<file path="config.mk">
export PLATFORM = sky130hd
export DESIGN_NAME = queue_sched_top
export DESIGN_NICKNAME = d
export VERILOG_FILES = /design/src/sched_cfg_pkg.sv /design/src/sched_ctrl_pkg.sv /design/src/burst_ctrl.sv /design/src/queue_pick.sv /design/src/queue_sched_top.sv
export SDC_FILE = /design/constraint.sdc
export NUM_CORES = 1
export LEC_CHECK = 0
export ABC_AREA = 0
export BUFFER_PORTS_ARGS = -buffer_cell sky130_fd_sc_hd__buf_2
export CORE_UTILIZATION = 50
export CTS_BUF_LIST = sky130_fd_sc_hd__clkbuf_16
export CTS_CLUSTER_DIAMETER = 150
export CTS_CLUSTER_SIZE = 28
export DETAILED_ROUTE_END_ITERATION = 8
export GPL_TIMING_DRIVEN = 0
export PLACE_DENSITY = 0.78
export RECOVER_POWER = 25
export SKIP_LAST_GASP = 1
export SLEW_MARGIN = 20
export SYNTH_ARGS = -nofsm -noshare
export SYNTH_HDL_FRONTEND = slang
export SYNTH_SLANG_ARGS = --single-unit
export TNS_END_PERCENT = 10
</file>
<file path="constraint.sdc">
create_clock -name i_clk -period 7.8 [get_ports i_clk]
set_input_delay 1.56 -clock i_clk [delete_from_list [all_inputs] [get_ports i_clk]]
set_output_delay 1.56 -clock i_clk [all_outputs]
set_load 0.1 [all_outputs]
</file>
<file path="src/sched_cfg_pkg.sv">
package sched_cfg_pkg;

    //////////////////////////////
    // queue sizing
    //////////////////////////////

    // number of priority queues served by the scheduler
    // queue 0 has the highest priority in strict mode
    localparam int NUM_QUEUES = 8;

    // width of one fill count reported by a queue
    // also the width of the burst counter
    localparam int CNT_WIDTH = 5;

    //////////////////////////////
    // derived widths
    //////////////////////////////

    // index of one queue with at least one bit
    localparam int IDX_WIDTH = (NUM_QUEUES > 1) ? $clog2(NUM_QUEUES) : 1;

endpackage

</file>
<file path="src/sched_ctrl_pkg.sv">
package sched_ctrl_pkg;

    //////////////////////////////
    // scheduling strategy
    //////////////////////////////

    // strict priority reads one item from the lowest-index non-empty queue
    // weighted round robin reads a burst of count items and rotates its search
    typedef enum logic [0:0] {
        MODE_SP  = 1'b0,
        MODE_WRR = 1'b1
    } sched_mode_e;

    //////////////////////////////
    // burst controller states
    //////////////////////////////

    // tail gives the queue one cycle to settle its count
    typedef enum logic [1:0] {
        ST_IDLE = 2'd0,
        ST_READ = 2'd1,
        ST_TAIL = 2'd2
    } burst_state_e;

endpackage

</file>
<file path="src/burst_ctrl.sv">
`timescale 1ns/1ps

module burst_ctrl #(
    parameter int NUM_Q = 8,
    parameter int CNT_W = 5
) (
    input  logic                                i_clk,
    input  logic                                i_rst_n,
    input  logic                                i_found,
    input  logic [sched_cfg_pkg::IDX_WIDTH-1:0] i_idx,
    input  logic [CNT_W-1:0]                    i_weight,
    output logic                                o_grant,
    output logic [NUM_Q-1:0]                    o_pq_rd_en,
    output logic [sched_cfg_pkg::IDX_WIDTH-1:0] o_pq_sel,
    output logic                                o_cache_en
);

    localparam int IW = sched_cfg_pkg::IDX_WIDTH;

    sched_ctrl_pkg::burst_state_e state_q;
    sched_ctrl_pkg::burst_state_e state_d;

    logic [IW-1:0]    sel_q;
    logic [CNT_W-1:0] remain_q;
    logic             last_read;
    logic             rd_active;
    logic             cache_en_q;

    //////////////////////////////
    // grant decision
    //////////////////////////////

    // accept a choice only between bursts
    assign o_grant = (state_q == sched_ctrl_pkg::ST_IDLE) && i_found;

    // guard against a zero weight as well as the normal last beat
    assign last_read = (remain_q <= CNT_W'(1));

    assign rd_active = (state_q == sched_ctrl_pkg::ST_READ);

    //////////////////////////////
    // state machine
    //////////////////////////////

    always_comb begin
        state_d = state_q;
        case (state_q)
            sched_ctrl_pkg::ST_IDLE: begin
                if (i_found) begin
                    state_d = sched_ctrl_pkg::ST_READ;
                end
            end
            sched_ctrl_pkg::ST_READ: begin
                if (last_read) begin
                    state_d = sched_ctrl_pkg::ST_TAIL;
                end
            end
            sched_ctrl_pkg::ST_TAIL: begin
                // queue count catches up with the last pop here
                state_d = sched_ctrl_pkg::ST_IDLE;
            end
            default: begin
                state_d = sched_ctrl_pkg::ST_IDLE;
            end
        endcase
    end

    always_ff @(posedge i_clk or negedge i_rst_n) begin
        if (!i_rst_n) begin
            state_q <= sched_ctrl_pkg::ST_IDLE;
        end else begin
            state_q <= state_d;
        end
    end

    //////////////////////////////
    // selection and burst count
    //////////////////////////////

    // index and weight captured together at grant
    always_ff @(posedge i_clk or negedge i_rst_n) begin
        if (!i_rst_n) begin
            sel_q    <= '0;
            remain_q <= '0;
        end else if (o_grant) begin
            sel_q    <= i_idx;
            remain_q <= i_weight;
        end else if (rd_active && !last_read) begin
            remain_q <= remain_q - 1'b1;
        end
    end

    assign o_pq_sel = sel_q;

    //////////////////////////////
    // read and cache enables
    //////////////////////////////

    // one-hot decode of the held index
    always_comb begin
        o_pq_rd_en = '0;
        if (rd_active) begin
            o_pq_rd_en = NUM_Q'(1) << sel_q;
        end
    end

    // queue data shows up one cycle after the read
    always_ff @(posedge i_clk or negedge i_rst_n) begin
        if (!i_rst_n) begin
            cache_en_q <= 1'b0;
        end else begin
            cache_en_q <= |o_pq_rd_en;
        end
    end

    assign o_cache_en = cache_en_q;

    //////////////////////////////
    // checks
    //////////////////////////////

    a_rd_onehot: assert property (
        @(posedge i_clk) disable iff (!i_rst_n)
        $onehot0(o_pq_rd_en)
    ) else $error("burst_ctrl: read enable not one-hot 0x%0h", o_pq_rd_en);

    // selection must hold for the whole burst
    a_sel_stable: assert property (
        @(posedge i_clk) disable iff (!i_rst_n)
        rd_active ##1 rd_active |-> $stable(o_pq_sel)
    ) else $error("burst_ctrl: queue select changed inside a burst");

endmodule

</file>
<file path="src/queue_pick.sv">
`timescale 1ns/1ps

module queue_pick #(
    parameter int NUM_Q = 8,
    parameter int CNT_W = 5
) (
    input  logic                               i_clk,
    input  logic                               i_rst_n,
    input  sched_ctrl_pkg::sched_mode_e        i_wrr_mode,
    input  logic [NUM_Q-1:0]                   i_pq_empty,
    input  logic [NUM_Q*CNT_W-1:0]             i_queue_cnt,
    input  logic                               i_grant,
    output logic                               o_found,
    output logic [sched_cfg_pkg::IDX_WIDTH-1:0] o_idx,
    output logic [CNT_W-1:0]                   o_weight
);

    localparam int IW = sched_cfg_pkg::IDX_WIDTH;

    logic [IW-1:0]    rr_ptr;
    logic [IW-1:0]    search_start;
    logic [CNT_W-1:0] cnt_arr [NUM_Q];
    logic [CNT_W-1:0] sel_cnt;

    //////////////////////////////
    // count unpacking
    //////////////////////////////

    always_comb begin
        for (int q = 0; q < NUM_Q; q++) begin
            cnt_arr[q] = i_queue_cnt[q*CNT_W +: CNT_W];
        end
    end

    //////////////////////////////
    // rotating search
    //////////////////////////////

    // strict priority always looks from queue 0
    assign search_start = (i_wrr_mode == sched_ctrl_pkg::MODE_WRR) ? rr_ptr : '0;

    always_comb begin
        int cand;
        o_found = 1'b0;
        o_idx   = '0;
        for (int k = 0; k < NUM_Q; k++) begin
            cand = int'(search_start) + k;
            // wrap the candidate back around to queue 0
            if (cand >= NUM_Q) begin
                cand = cand - NUM_Q;
            end
            if (!o_found && !i_pq_empty[cand]) begin
                o_found = 1'b1;
                o_idx   = IW'(cand);
            end
        end
    end

    //////////////////////////////
    // weight lookup
    //////////////////////////////

    assign sel_cnt = cnt_arr[o_idx];

    // single read per grant in strict mode
    assign o_weight = (i_wrr_mode == sched_ctrl_pkg::MODE_WRR) ? sel_cnt : CNT_W'(1);

    //////////////////////////////
    // round-robin pointer
    //////////////////////////////

    // next search starts just after the queue that was granted
    always_ff @(posedge i_clk or negedge i_rst_n) begin
        if (!i_rst_n) begin
            rr_ptr <= '0;
        end else if (i_grant) begin
            if (int'(o_idx) == NUM_Q - 1) begin
                rr_ptr <= '0;
            end else begin
                rr_ptr <= o_idx + 1'b1;
            end
        end
    end

    // a non-empty queue must report a count, or the burst would be empty
    a_found_weight: assert property (
        @(posedge i_clk) disable iff (!i_rst_n)
        o_found |-> (o_weight != '0)
    ) else $error("queue_pick: non-empty queue %0d with zero weight", o_idx);

endmodule

</file>
<file path="src/queue_sched_top.sv">
`timescale 1ns/1ps

module queue_sched_top #(
    parameter int NUM_Q = sched_cfg_pkg::NUM_QUEUES,
    parameter int CNT_W = sched_cfg_pkg::CNT_WIDTH
) (
    input  logic                                i_clk,
    input  logic                                i_rst_n,
    input  sched_ctrl_pkg::sched_mode_e         i_wrr_mode,
    input  logic [NUM_Q-1:0]                    i_pq_empty,
    input  logic [NUM_Q*CNT_W-1:0]              i_queue_cnt,
    output logic [NUM_Q-1:0]                    o_pq_rd_en,
    output logic [sched_cfg_pkg::IDX_WIDTH-1:0] o_pq_sel,
    output logic                                o_cache_en
);

    //////////////////////////////
    // picker to controller
    //////////////////////////////

    logic                                found;
    logic [sched_cfg_pkg::IDX_WIDTH-1:0] pick_idx;
    logic [CNT_W-1:0]                    pick_weight;
    logic                                grant;

    // queue choice and burst length
    queue_pick #(
        .NUM_Q (NUM_Q),
        .CNT_W (CNT_W)
    ) i_queue_pick (
        .i_clk       (i_clk),
        .i_rst_n     (i_rst_n),
        .i_wrr_mode  (i_wrr_mode),
        .i_pq_empty  (i_pq_empty),
        .i_queue_cnt (i_queue_cnt),
        .i_grant     (grant),
        .o_found     (found),
        .o_idx       (pick_idx),
        .o_weight    (pick_weight)
    );

    // burst sequencing toward the queues and the cache
    burst_ctrl #(
        .NUM_Q (NUM_Q),
        .CNT_W (CNT_W)
    ) i_burst_ctrl (
        .i_clk      (i_clk),
        .i_rst_n    (i_rst_n),
        .i_found    (found),
        .i_idx      (pick_idx),
        .i_weight   (pick_weight),
        .o_grant    (grant),
        .o_pq_rd_en (o_pq_rd_en),
        .o_pq_sel   (o_pq_sel),
        .o_cache_en (o_cache_en)
    );

endmodule

</file>
==> results.toml, run 1 <==
[run_status]
status = "finished clean"

[synthesis]
syn_nets = 297
synth_edf_count = 0
avgSynthCellArea_sq_um = 8.831
synthCells = 242
syn_area_sq_mm = 0.002137
async_flop_share = 1.000
ys_ff_latch = 14
yosys_warnings = 0
ys_seq_area_frac = 0.1639
synth_ff_type = "dfrtp_1"
yosys.cell_types.count = 69

[detailed_routing]
num_vias = 2143
viasPerCell = 6.003
drc = 0
ant_nets = 0
drt_iter0_markers = 127
routedWlPerCell_um = 15.23
dr.pass1.iters = 4
wl_mm = 5.437

[global_routing]
met2_usage = 0.4088
grt_pass1_wl_mm = 8.604
grt_use_met1 = 0.3475
antenna_found_initial = 0
met3_usage = 0.03547
grt_busiest_layer = "met2"
grt_pass1_vias = 1901
gr-total-overflow = 0
grt_max_degree = 15
grt_use_total = 0.2472

[setup_path]
crit_slowest_cell = "a2111oi_0"
critPathKind = "primary input to flop"
max_stage_delay_ns = 0.37
worst-r2r-setup-slack_ns = 3.99
arrival_ns = 4.91
startpoint_type = "primary input"
rr_endpoint = "i_burst_ctrl.remain_q[0]"
cp-end-kind = "flop"
r2r_start = "i_queue_pick.rr_ptr[1]"
cp_max_fo = 10
path_cells = "buf_6 -> and2_1 -> clkinv_1 -> ha_1 -> a21boi_0 -> a2111oi_0 -> o2bb2a_1 -> nand2b_2 -> nor2_1 -> a211o_1 -> buf_6 -> buf_12 -> buf_8 -> mux2i_1 -> mux2i_1 -> mux2i_1 -> a31oi_1"
cpMostUsedCell = "mux2i_1"
r2r_cells = 16
cp.required_ns = 7.90

[finish]
nNetsFinal = 363
syn_to_final_growth_pct = 20.84
postLayoutCoreUtil = 0.6364
stdcell_count = 357
mostFrequentLayoutCell = "buf_2"
mostFrequentLayoutCells = "63 x buf_2, 30 x mux2i_1, 24 x nor2_1, 19 x nand2_1, 14 x dfrtp_1"
drive_gt1_frac = 0.3453
num_antenna_cells = 0
n_fill_cell = 353

[power_and_ir_drop]
p_leak_nw = 1.186
peakVddDrop_mv = 0.3148
powerDensity_mw_per_mm2 = 494.7

[floorplanning]
die-area_sq_mm = 0.004539
floorplan.die.width_um = 67.38
ios = 63
rows = 23
die_y_um = 67.38
start_util = 0.5267
core-area_sq_mm = 0.004058

[sta]
max_freq_ghz = 0.2079
tightest_slew_ns = 0.7218
drv_slew = 0
period_needed_ns = 4.809
slew-limit-headroom = 0.5188
timing.final.ws_setup_ns = 2.991
hold_viol = 0
setup-tns-final_ns = 0
finClkSkew_ns = 0.001121
fin_crit_sh = 0.6166
rsz0062_at_grt = "no"
setup_violations = 0

[worst_hold_path]
holdPathStages = 1
holdCritPathClass = "flop to flop"
worstHoldEndpoint = "i_burst_ctrl.o_pq_sel[1]"
hp-start = "i_burst_ctrl.o_pq_sel[1]"

[flow_run]
drv_cap = 0

[clock_network]
postCtsSetupBuffers = 0
cts_tree = "built"
clk_latency_ns = 0.24
clk_pin_slew_ns = 0.04
cts-root-buf = "clkbuf_16"
cts_hold_buf = 0
numCtsBuffers = 3
cts.sinks = 14
htreeDepth = 1
cts-resized-gates = 0
clk_path_buf_depth = 2

[placed_design]
pre_cts_ws_ns = 2.795
place_congestion = 0.9118
dp_hpwl_mm = 4.185
port_buffers = 61
dp.cells = 353
## worst max path at each step
stage / from / endpoint / cells after the start
2_1_floorplan: i_burst_ctrl.o_pq_sel[1] / o_pq_rd_en[2] / 2
3_3_place_gp: i_wrr_mode / i_burst_ctrl.remain_q[3] / 15
3_5_place_dp: i_wrr_mode / i_burst_ctrl.remain_q[0] / 17
4_1_cts: i_wrr_mode / i_burst_ctrl.remain_q[0] / 17
5_1_grt: i_wrr_mode / i_burst_ctrl.remain_q[3] / 15
6_report: i_wrr_mode / i_burst_ctrl.remain_q[0] / 17
## registers in the layout (all words and copies together), names as in the netlist
| name | cells |
|---|---|
| i_burst_ctrl.state_q | 2 |
| i_burst_ctrl.remain_q | 5 |
| i_burst_ctrl.o_pq_sel | 3 |
| i_burst_ctrl.o_cache_en | 1 |
| i_queue_pick.rr_ptr | 3 |
## critical path: cells and delay by family
| kind | cells | cell delay, ns |
|---|---|---|
| buffers and inverters | 5 | 0.77 |
| AO/OA/AOI/OAI | 5 | 1.20 |
| AND/OR/NAND/NOR | 3 | 0.58 |
| adder cells (fa/ha/maj) | 1 | 0.32 |
| multiplexers | 3 | 0.48 |
## where the power goes
part           leakage (nW)  total [mW]  switching, mW  internal (mW)
clock network        0.0385      0.0950         0.0275         0.0675
logic                 0.978        1.04          0.619          0.419
registers             0.170       0.145         0.0341          0.111
total                  1.19        1.28          0.680          0.597
## kinds of logic (layout without fill, tap and decap cells)
| logic type | after synthesis | count (layout) | share of synthesized area |
|---|---|---|---|
| mux | 54 | 54 | 0.3109 |
| xor+xnor | 4 | 4 | 0.01640 |
| buf+inv | 22 | 87 | 0.07202 |
| flops | 14 | 14 | 0.1639 |
| fa+ha+maj | 4 | 4 | 0.02342 |
| compound gates | 65 | 65 | 0.2237 |
| simple gates | 79 | 79 | 0.1897 |
## synthesized netlist by cell type (3+ instances only)
cell type / instances / share of area
mux2_2: 10 / 0.053
inv_1: 6 / 0.011
dfrtp_1: 14 / 0.16
nor2_1: 24 / 0.042
nor2b_1: 3 / 0.0088
a41o_1: 4 / 0.019
nand2b_1: 6 / 0.018
ha_1: 4 / 0.023
nand2_1: 19 / 0.033
o21ai_1: 9 / 0.021
xor2_1: 3 / 0.012
nand3_1: 4 / 0.0094
o22ai_1: 3 / 0.0088
mux2_4: 4 / 0.028
nor3_1: 3 / 0.0070
mux2i_1: 30 / 0.14
buf_6: 3 / 0.016
mux4_2: 6 / 0.063
mux2_1: 3 / 0.016
o211ai_1: 4 / 0.014
o21ai_0: 4 / 0.0094
or2_2: 3 / 0.0088
and2_1: 3 / 0.0088
a31oi_1: 3 / 0.0088
a21oi_1: 11 / 0.026
buf_2: 3 / 0.0070
## per-layer routing
layer  wire length [um]  part of all wire
met2               2671              0.49
met4                 13            0.0024
met3                399             0.073
met1               2352              0.43
met5                  0                 0
## through the flow
stage               area [sq um]  hold WS (ns)  total power [mW]
finish                      2582        0.5536             1.278
global route                2582        0.6012             1.376
CTS                         2584        0.5582             1.278
detailed placement          2505        0.5437             1.170
global placement            2505        0.5385             1.156
floorplan                   2137        0.5656            0.9970
## final cells by class
type / count / area (sq um) / share of cell area
Timing Repair Buffer: 61 / 304.0 / 0.1177
Sequential cell: 14 / 350.3 / 0.1357
Clock inverter: 1 / 3.754 / 0.001453
Inverter: 8 / 32.53 / 0.01260
Buffer: 14 / 121.4 / 0.04700
Clock buffer: 3 / 75.07 / 0.02907
Multi-Input combinational cell: 206 / 1633 / 0.6323
Tap cell: 50 / 62.56 / 0.02422
Note: power is estimated with default switching activity, not from simulation.
==> run 2, diff against run 1 <==
--- a/config.mk
+++ b/config.mk
@@ -7,7 +7,7 @@
 export LEC_CHECK = 0
 export ABC_AREA = 0
 export BUFFER_PORTS_ARGS = -buffer_cell sky130_fd_sc_hd__buf_2
-export CORE_UTILIZATION = 50
+export CORE_UTILIZATION = 48
 export CTS_BUF_LIST = sky130_fd_sc_hd__clkbuf_16
 export CTS_CLUSTER_DIAMETER = 150
 export CTS_CLUSTER_SIZE = 28
==> constraint.sdc (replaced) <==
create_clock -name i_clk -period 4.3 [get_ports i_clk]
set_input_delay 0.86 -clock i_clk [delete_from_list [all_inputs] [get_ports i_clk]]
set_output_delay 0.86 -clock i_clk [all_outputs]
set_load 0.1 [all_outputs]
==> run 2 against run 1 <==
Net effect:
- worst setup slack worse by 2.7 ns
- design area increased by 0.29%
- clock skew increased by 0.00074 ns
- non-clock buffer count rose by 1
- critical endpoint is now i_burst_ctrl.remain_q[2]
==> results.toml, run 2 (synthesized netlist as in run 1, its figures left out) <==
[sta]
finClkSkew_ns = 0.001858
drv_slew = 0
period_needed_ns = 4.003
hold_viol = 0
timing.hold.ws_ns = 0.5512
max_freq_ghz = 0.2498
setup_violations = 0
tightest_slew_ns = 0.7053
slew-limit-headroom = 0.5255
setup-tns-final_ns = 0
rsz0062_at_grt = "no"
timing.final.ws_setup_ns = 0.2968
fin_crit_sh = 0.9310

[floorplanning]
rows = 23
floorplan.die.width_um = 68.73
ios = 63
start_util = 0.5157
die_y_um = 68.73
core-area_sq_mm = 0.004144
die-area_sq_mm = 0.004723

[worst_hold_path]
holdCritPathClass = "flop to flop"

[finish]
fin_area_sq_mm = 0.002590
stdcell_count = 357
mostFrequentLayoutCells = "63 x buf_2, 30 x mux2i_1, 24 x nor2_1, 19 x nand2_1, 14 x dfrtp_1"
nNetsFinal = 364
postLayoutCoreUtil = 0.6250
mostFrequentLayoutCell = "buf_2"
num_antenna_cells = 0
top_register = "i_burst_ctrl.remain_q"
drive_gt1_frac = 0.3518
n_fill_cell = 371
largest_register_ffs = 5
syn_to_final_growth_pct = 21.19

[detailed_routing]
viasPerCell = 5.978
routedWlPerCell_um = 15.50
num_vias = 2134
wl_met3_um = 338
dr.pass1.iters = 4
routed.top_layer = "met4"
drc = 0
wl_mm = 5.534
drt_iter0_markers = 209
ant_nets = 0
dr_wl_met2_mm = 2.758
wirelength_met1_mm = 2.421

[global_routing]
grt_pass1_vias = 1886
antenna_found_initial = 0
gr-total-overflow = 0
grt_max_degree = 15
grt_pass1_wl_mm = 8.866
grt_use_total = 0.2503

[setup_path]
worst-path-buf-inv = 4
cp-end-kind = "flop"
crit_slowest_cell = "o2bb2a_1"
cp_max_fo = 10
critPathKind = "primary input to flop"
max_stage_delay_ns = 0.40
startpoint_type = "primary input"
path_cells = "buf_6 -> and2_4 -> inv_4 -> ha_1 -> a21boi_0 -> o221ai_1 -> o2bb2a_1 -> nand2b_2 -> nor2_1 -> a211o_1 -> buf_6 -> buf_12 -> mux2_1 -> o21ai_1 -> o21ai_1 -> a41o_1"
cp.required_ns = 4.42
cp_top_family = "compound AO/OA/AOI/OAI gates"
arrival_ns = 4.13

[power_and_ir_drop]
powerDensity_mw_per_mm2 = 898.8
finalPower_mw = 2.328
peakVddDrop_mv = 0.7469
p_leak_nw = 1.188

[placed_design]
place_congestion = 0.9041
pre_cts_ws_ns = -0.05574
dp_hpwl_mm = 4.246
dp.cells = 353
port_buffers = 61
dpl-instance-area_sq_mm = 0.002505

[clock_network]
clk_latency_ns = 0.24
cts.sinks = 14
cts_tree = "built"
numCtsBuffers = 3
htreeDepth = 1
clk_pin_slew_ns = 0.04
cts-root-buf = "clkbuf_16"
clk_path_buf_depth = 2

[run_status]
status = "finished clean"

[flow_run]
drv_cap = 0
-- run 2: cell count changes in the layout (fill, tap and decap cells not counted) --
cell	previous run	this run
buf_4	1	2
clkinvlp_4	0	1
clkinv_1	2	0
-- run 2: cell type report --
class | instances | area, sq um | area share
clock buffers | 3 | 75.07 | 0.02899
well taps | 50 | 62.56 | 0.02415
multi-input cells | 206 | 1633 | 0.6304
repair buffers | 62 | 311.5 | 0.1203
plain buffers | 14 | 121.4 | 0.04686
inverters | 8 | 36.28 | 0.01401
flip-flops and latches | 14 | 350.3 | 0.1353
-- run 2: worst register-to-register path, cell delays in order, from the launching register on --
cell and delay (ns):
dfrtp_1 0.36, buf_4 0.17, and2_4 0.17, inv_4 0.12, ha_1 0.23, a21boi_0 0.32
o221ai_1 0.20, o2bb2a_1 0.40, nand2b_2 0.24, nor2_1 0.20, a211o_1 0.21, buf_6 0.14
buf_12 0.14, mux2_1 0.33, o21ai_1 0.12, o21ai_1 0.08, a41o_1 0.24
-- run 2: worst paths after layout --
| check | start | end | slack [ns] | depth (start not counted) |
|---|---|---|---|---|
| worst max-delay path | i_wrr_mode | i_burst_ctrl.remain_q[2] | 0.30 | 16 |
| min in group asynchronous | i_rst_n | i_burst_ctrl.remain_q[3] | 0.65 | 1 |
| worst max register to register | i_queue_pick.rr_ptr[0] | i_burst_ctrl.remain_q[2] | 0.51 | 16 |
| worst min register to register | i_burst_ctrl.o_pq_sel[1] | i_burst_ctrl.o_pq_sel[1] | 0.55 | 1 |
| worst min-delay path | i_burst_ctrl.o_pq_sel[1] | i_burst_ctrl.o_pq_sel[1] | 0.55 | 1 |
| max in group asynchronous | i_rst_n | i_burst_ctrl.o_pq_sel[0] | 3.20 | 1 |
-- run 2: power breakdown --
part / internal, mW / leakage [nW] / switching, mW / total [mW]
combinational: 0.765 / 0.981 / 1.14 / 1.90
sequential: 0.201 / 0.170 / 0.0591 / 0.261
clock: 0.121 / 0.0370 / 0.0466 / 0.168
-- run 2: what timing repair did --
item                       4_1_cts  5_1_grt
setup endpoints to repair        0        7
hold endpoints to repair         0        0
gates resized for setup          0        1
hold buffers                     0        0
setup buffers                    0        1
-- run 2: metal layers --
metal  vias up  global-route usage
li1       1047                   -
met5         -                   0
met2        78              0.4203
met1      1005              0.3548
met4         0             0.02041
met3         4             0.03289
==> run 3, diff against run 2 <==
--- a/config.mk
+++ b/config.mk
@@ -7,6 +7,7 @@
 export LEC_CHECK = 0
 export ABC_AREA = 0
 export BUFFER_PORTS_ARGS = -buffer_cell sky130_fd_sc_hd__buf_2
+export CORE_ASPECT_RATIO = 1.2
 export CORE_UTILIZATION = 48
 export CTS_BUF_LIST = sky130_fd_sc_hd__clkbuf_16
 export CTS_CLUSTER_DIAMETER = 150
==> run 3 against run 2 <==
Net effect:
- worst setup slack lost 0.053 ns
- register-to-register slack gained 0.06 ns
- non-clock buffer count shrank 1
==> results.toml, run 3 (synthesized netlist as in run 1, its figures left out) <==
[floorplanning]
ios = 63
rows = 26
start_util = 0.5015
floorplan.die.width_um = 62.91
core-area_sq_mm = 0.004262
die-area_sq_mm = 0.004724
die_y_um = 75.10

[power_and_ir_drop]
power.share.switching = 0.5328
power.internal_mw = 1.088
peakVddDrop_mv = 0.4645
clock_power_share = 0.076
pwr-share-comb = 0.812
p_leak_nw = 1.185
switching_power_mw = 1.240
power_frac_seq = 0.112
powerDensity_mw_per_mm2 = 897.1

[clock_network]
numCtsBuffers = 3
clk_pin_slew_ns = 0.05
clk_path_buf_depth = 2
cts.sinks = 14
clk_latency_ns = 0.24
cts_tree = "built"
htreeDepth = 1
cts-root-buf = "clkbuf_16"
cts_hold_buf = 0

[setup_path]
crit_slowest_cell = "a2111oi_1"
cp_max_fo = 10
cp.depth = 15
worst-r2r-setup-slack_ns = 0.57
startpoint_type = "primary input"
crit_end = "i_burst_ctrl.remain_q[3]"
critPathKind = "primary input to flop"
rr_endpoint = "i_burst_ctrl.remain_q[3]"
cp-end-kind = "flop"
worst-path-buf-inv = 3
max_stage_delay_ns = 0.37
critPathLaunch = "i_wrr_mode"
r2r_cells = 14
cpMostUsedCell = "buf_6"
arrival_ns = 4.24
path_cells = "buf_6 -> and2_1 -> clkinvlp_4 -> ha_1 -> a21boi_0 -> a2111oi_1 -> o2bb2a_1 -> nand2b_2 -> nor2_1 -> o211ai_1 -> a32oi_2 -> buf_6 -> mux2_4 -> o21ai_1 -> a41o_1"
cp_top_family = "compound AO/OA/AOI/OAI gates"
r2r_start = "i_queue_pick.rr_ptr[1]"
cp.required_ns = 4.48

[sta]
slew-limit-headroom = 0.4832
rsz0062_at_grt = "no"
max_freq_ghz = 0.2466
fin_crit_sh = 0.9432
finClkSkew_ns = 0.002466
hold_viol = 0
timing.hold.ws_ns = 0.5654
period_needed_ns = 4.056
drv_slew = 0
tightest_slew_ns = 0.7752
setup_violations = 0

[global_routing]
grt_pass1_wl_mm = 9.087
grt_pass1_vias = 2036
grt_max_degree = 15
grt_use_total = 0.2434
antenna_found_initial = 0
gr-total-overflow = 0

[worst_hold_path]
holdCritPathClass = "flop to flop"
holdPathStages = 1

[finish]
num_antenna_cells = 0
top_register = "i_burst_ctrl.remain_q"
largest_register_ffs = 5
postLayoutCoreUtil = 0.6089
mostFrequentLayoutCell = "buf_2"
syn_to_final_growth_pct = 21.43
n_fill_cell = 391
drive_gt1_frac = 0.3485
mostFrequentLayoutCells = "63 x buf_2, 30 x mux2i_1, 24 x nor2_1, 19 x nand2_1, 14 x dfrtp_1"
nNetsFinal = 363

[detailed_routing]
num_vias = 2133
dr.pass1.iters = 4
ant_nets = 0
viasPerCell = 5.876
drt_iter0_markers = 191
routedWlPerCell_um = 14.99
drc = 0
wl_mm = 5.441

[flow_run]
drv_cap = 0

[placed_design]
port_buffers = 61
dp_hpwl_mm = 4.129
place_congestion = 0.8887

[run_status]
status = "finished clean"
[run 3: final cells by class]
class | instances | area [sq um] | area share
clock buffer | 3 | 75.07 | 0.02893
clock inverter | 1 | 3.754 | 0.001446
inverter | 8 | 36.28 | 0.01398
tap | 56 | 70.07 | 0.02700
sequential | 14 | 350.3 | 0.1350
multi-input combinational | 206 | 1634 | 0.6297
buffer | 14 | 121.4 | 0.04677
timing repair buffer | 61 | 304.0 | 0.1172
[run 3: worst min-delay path by stage]
stage                             start                       end
5_1_grt        i_burst_ctrl.o_pq_sel[1]  i_burst_ctrl.o_pq_sel[1]
2_1_floorplan                   i_rst_n   i_burst_ctrl.o_cache_en
3_5_place_dp   i_burst_ctrl.o_pq_sel[1]  i_burst_ctrl.o_pq_sel[1]
6_report       i_burst_ctrl.o_pq_sel[1]  i_burst_ctrl.o_pq_sel[1]
3_3_place_gp   i_burst_ctrl.o_pq_sel[1]  i_burst_ctrl.o_pq_sel[1]
4_1_cts                         i_rst_n  i_burst_ctrl.remain_q[1]
[run 3: power by group through the flow]
stage	registers [mW]	clock network, mW	logic, mW
floorplan	0.386	0	1.42
global placement	0.257	0	1.84
global route	0.271	0.186	2.06
finish	0.260	0.177	1.89
CTS	0.259	0.181	1.88
detailed placement	0.259	0	1.87
[run 3: stage by stage]
step	setup TNS, ns	power, mW	worst slack [ns]	instances	cell area, sq um
final	0	2.328	0.2442	363	2595
after global routing	0	2.519	0.008816	363	2595
after CTS	0	2.322	0.1936	363	2591
after detailed placement	-0.1555	2.124	-0.05248	359	2512
after global placement	0	2.096	0.04432	359	2512
after floorplan	0	1.809	0.2099	242	2137
[run 3: metal layers]
metal / up-vias / track usage / part of all wire
met3: 2 / 0.02121 / 0.056
met5: - / 0 / 0
met2: 84 / 0.4456 / 0.53
met4: 0 / 0.1059 / 0.0061
met1: 996 / 0.2932 / 0.41
li1: 1051 / - / -
[run 3: timing repair]
| item | 4_1_cts | 5_1_grt |
|---|---|---|
| buffers inserted | 0 | 0 |
| endpoints found under the setup margin | 0 | 7 |
| resized for setup | 0 | 2 |
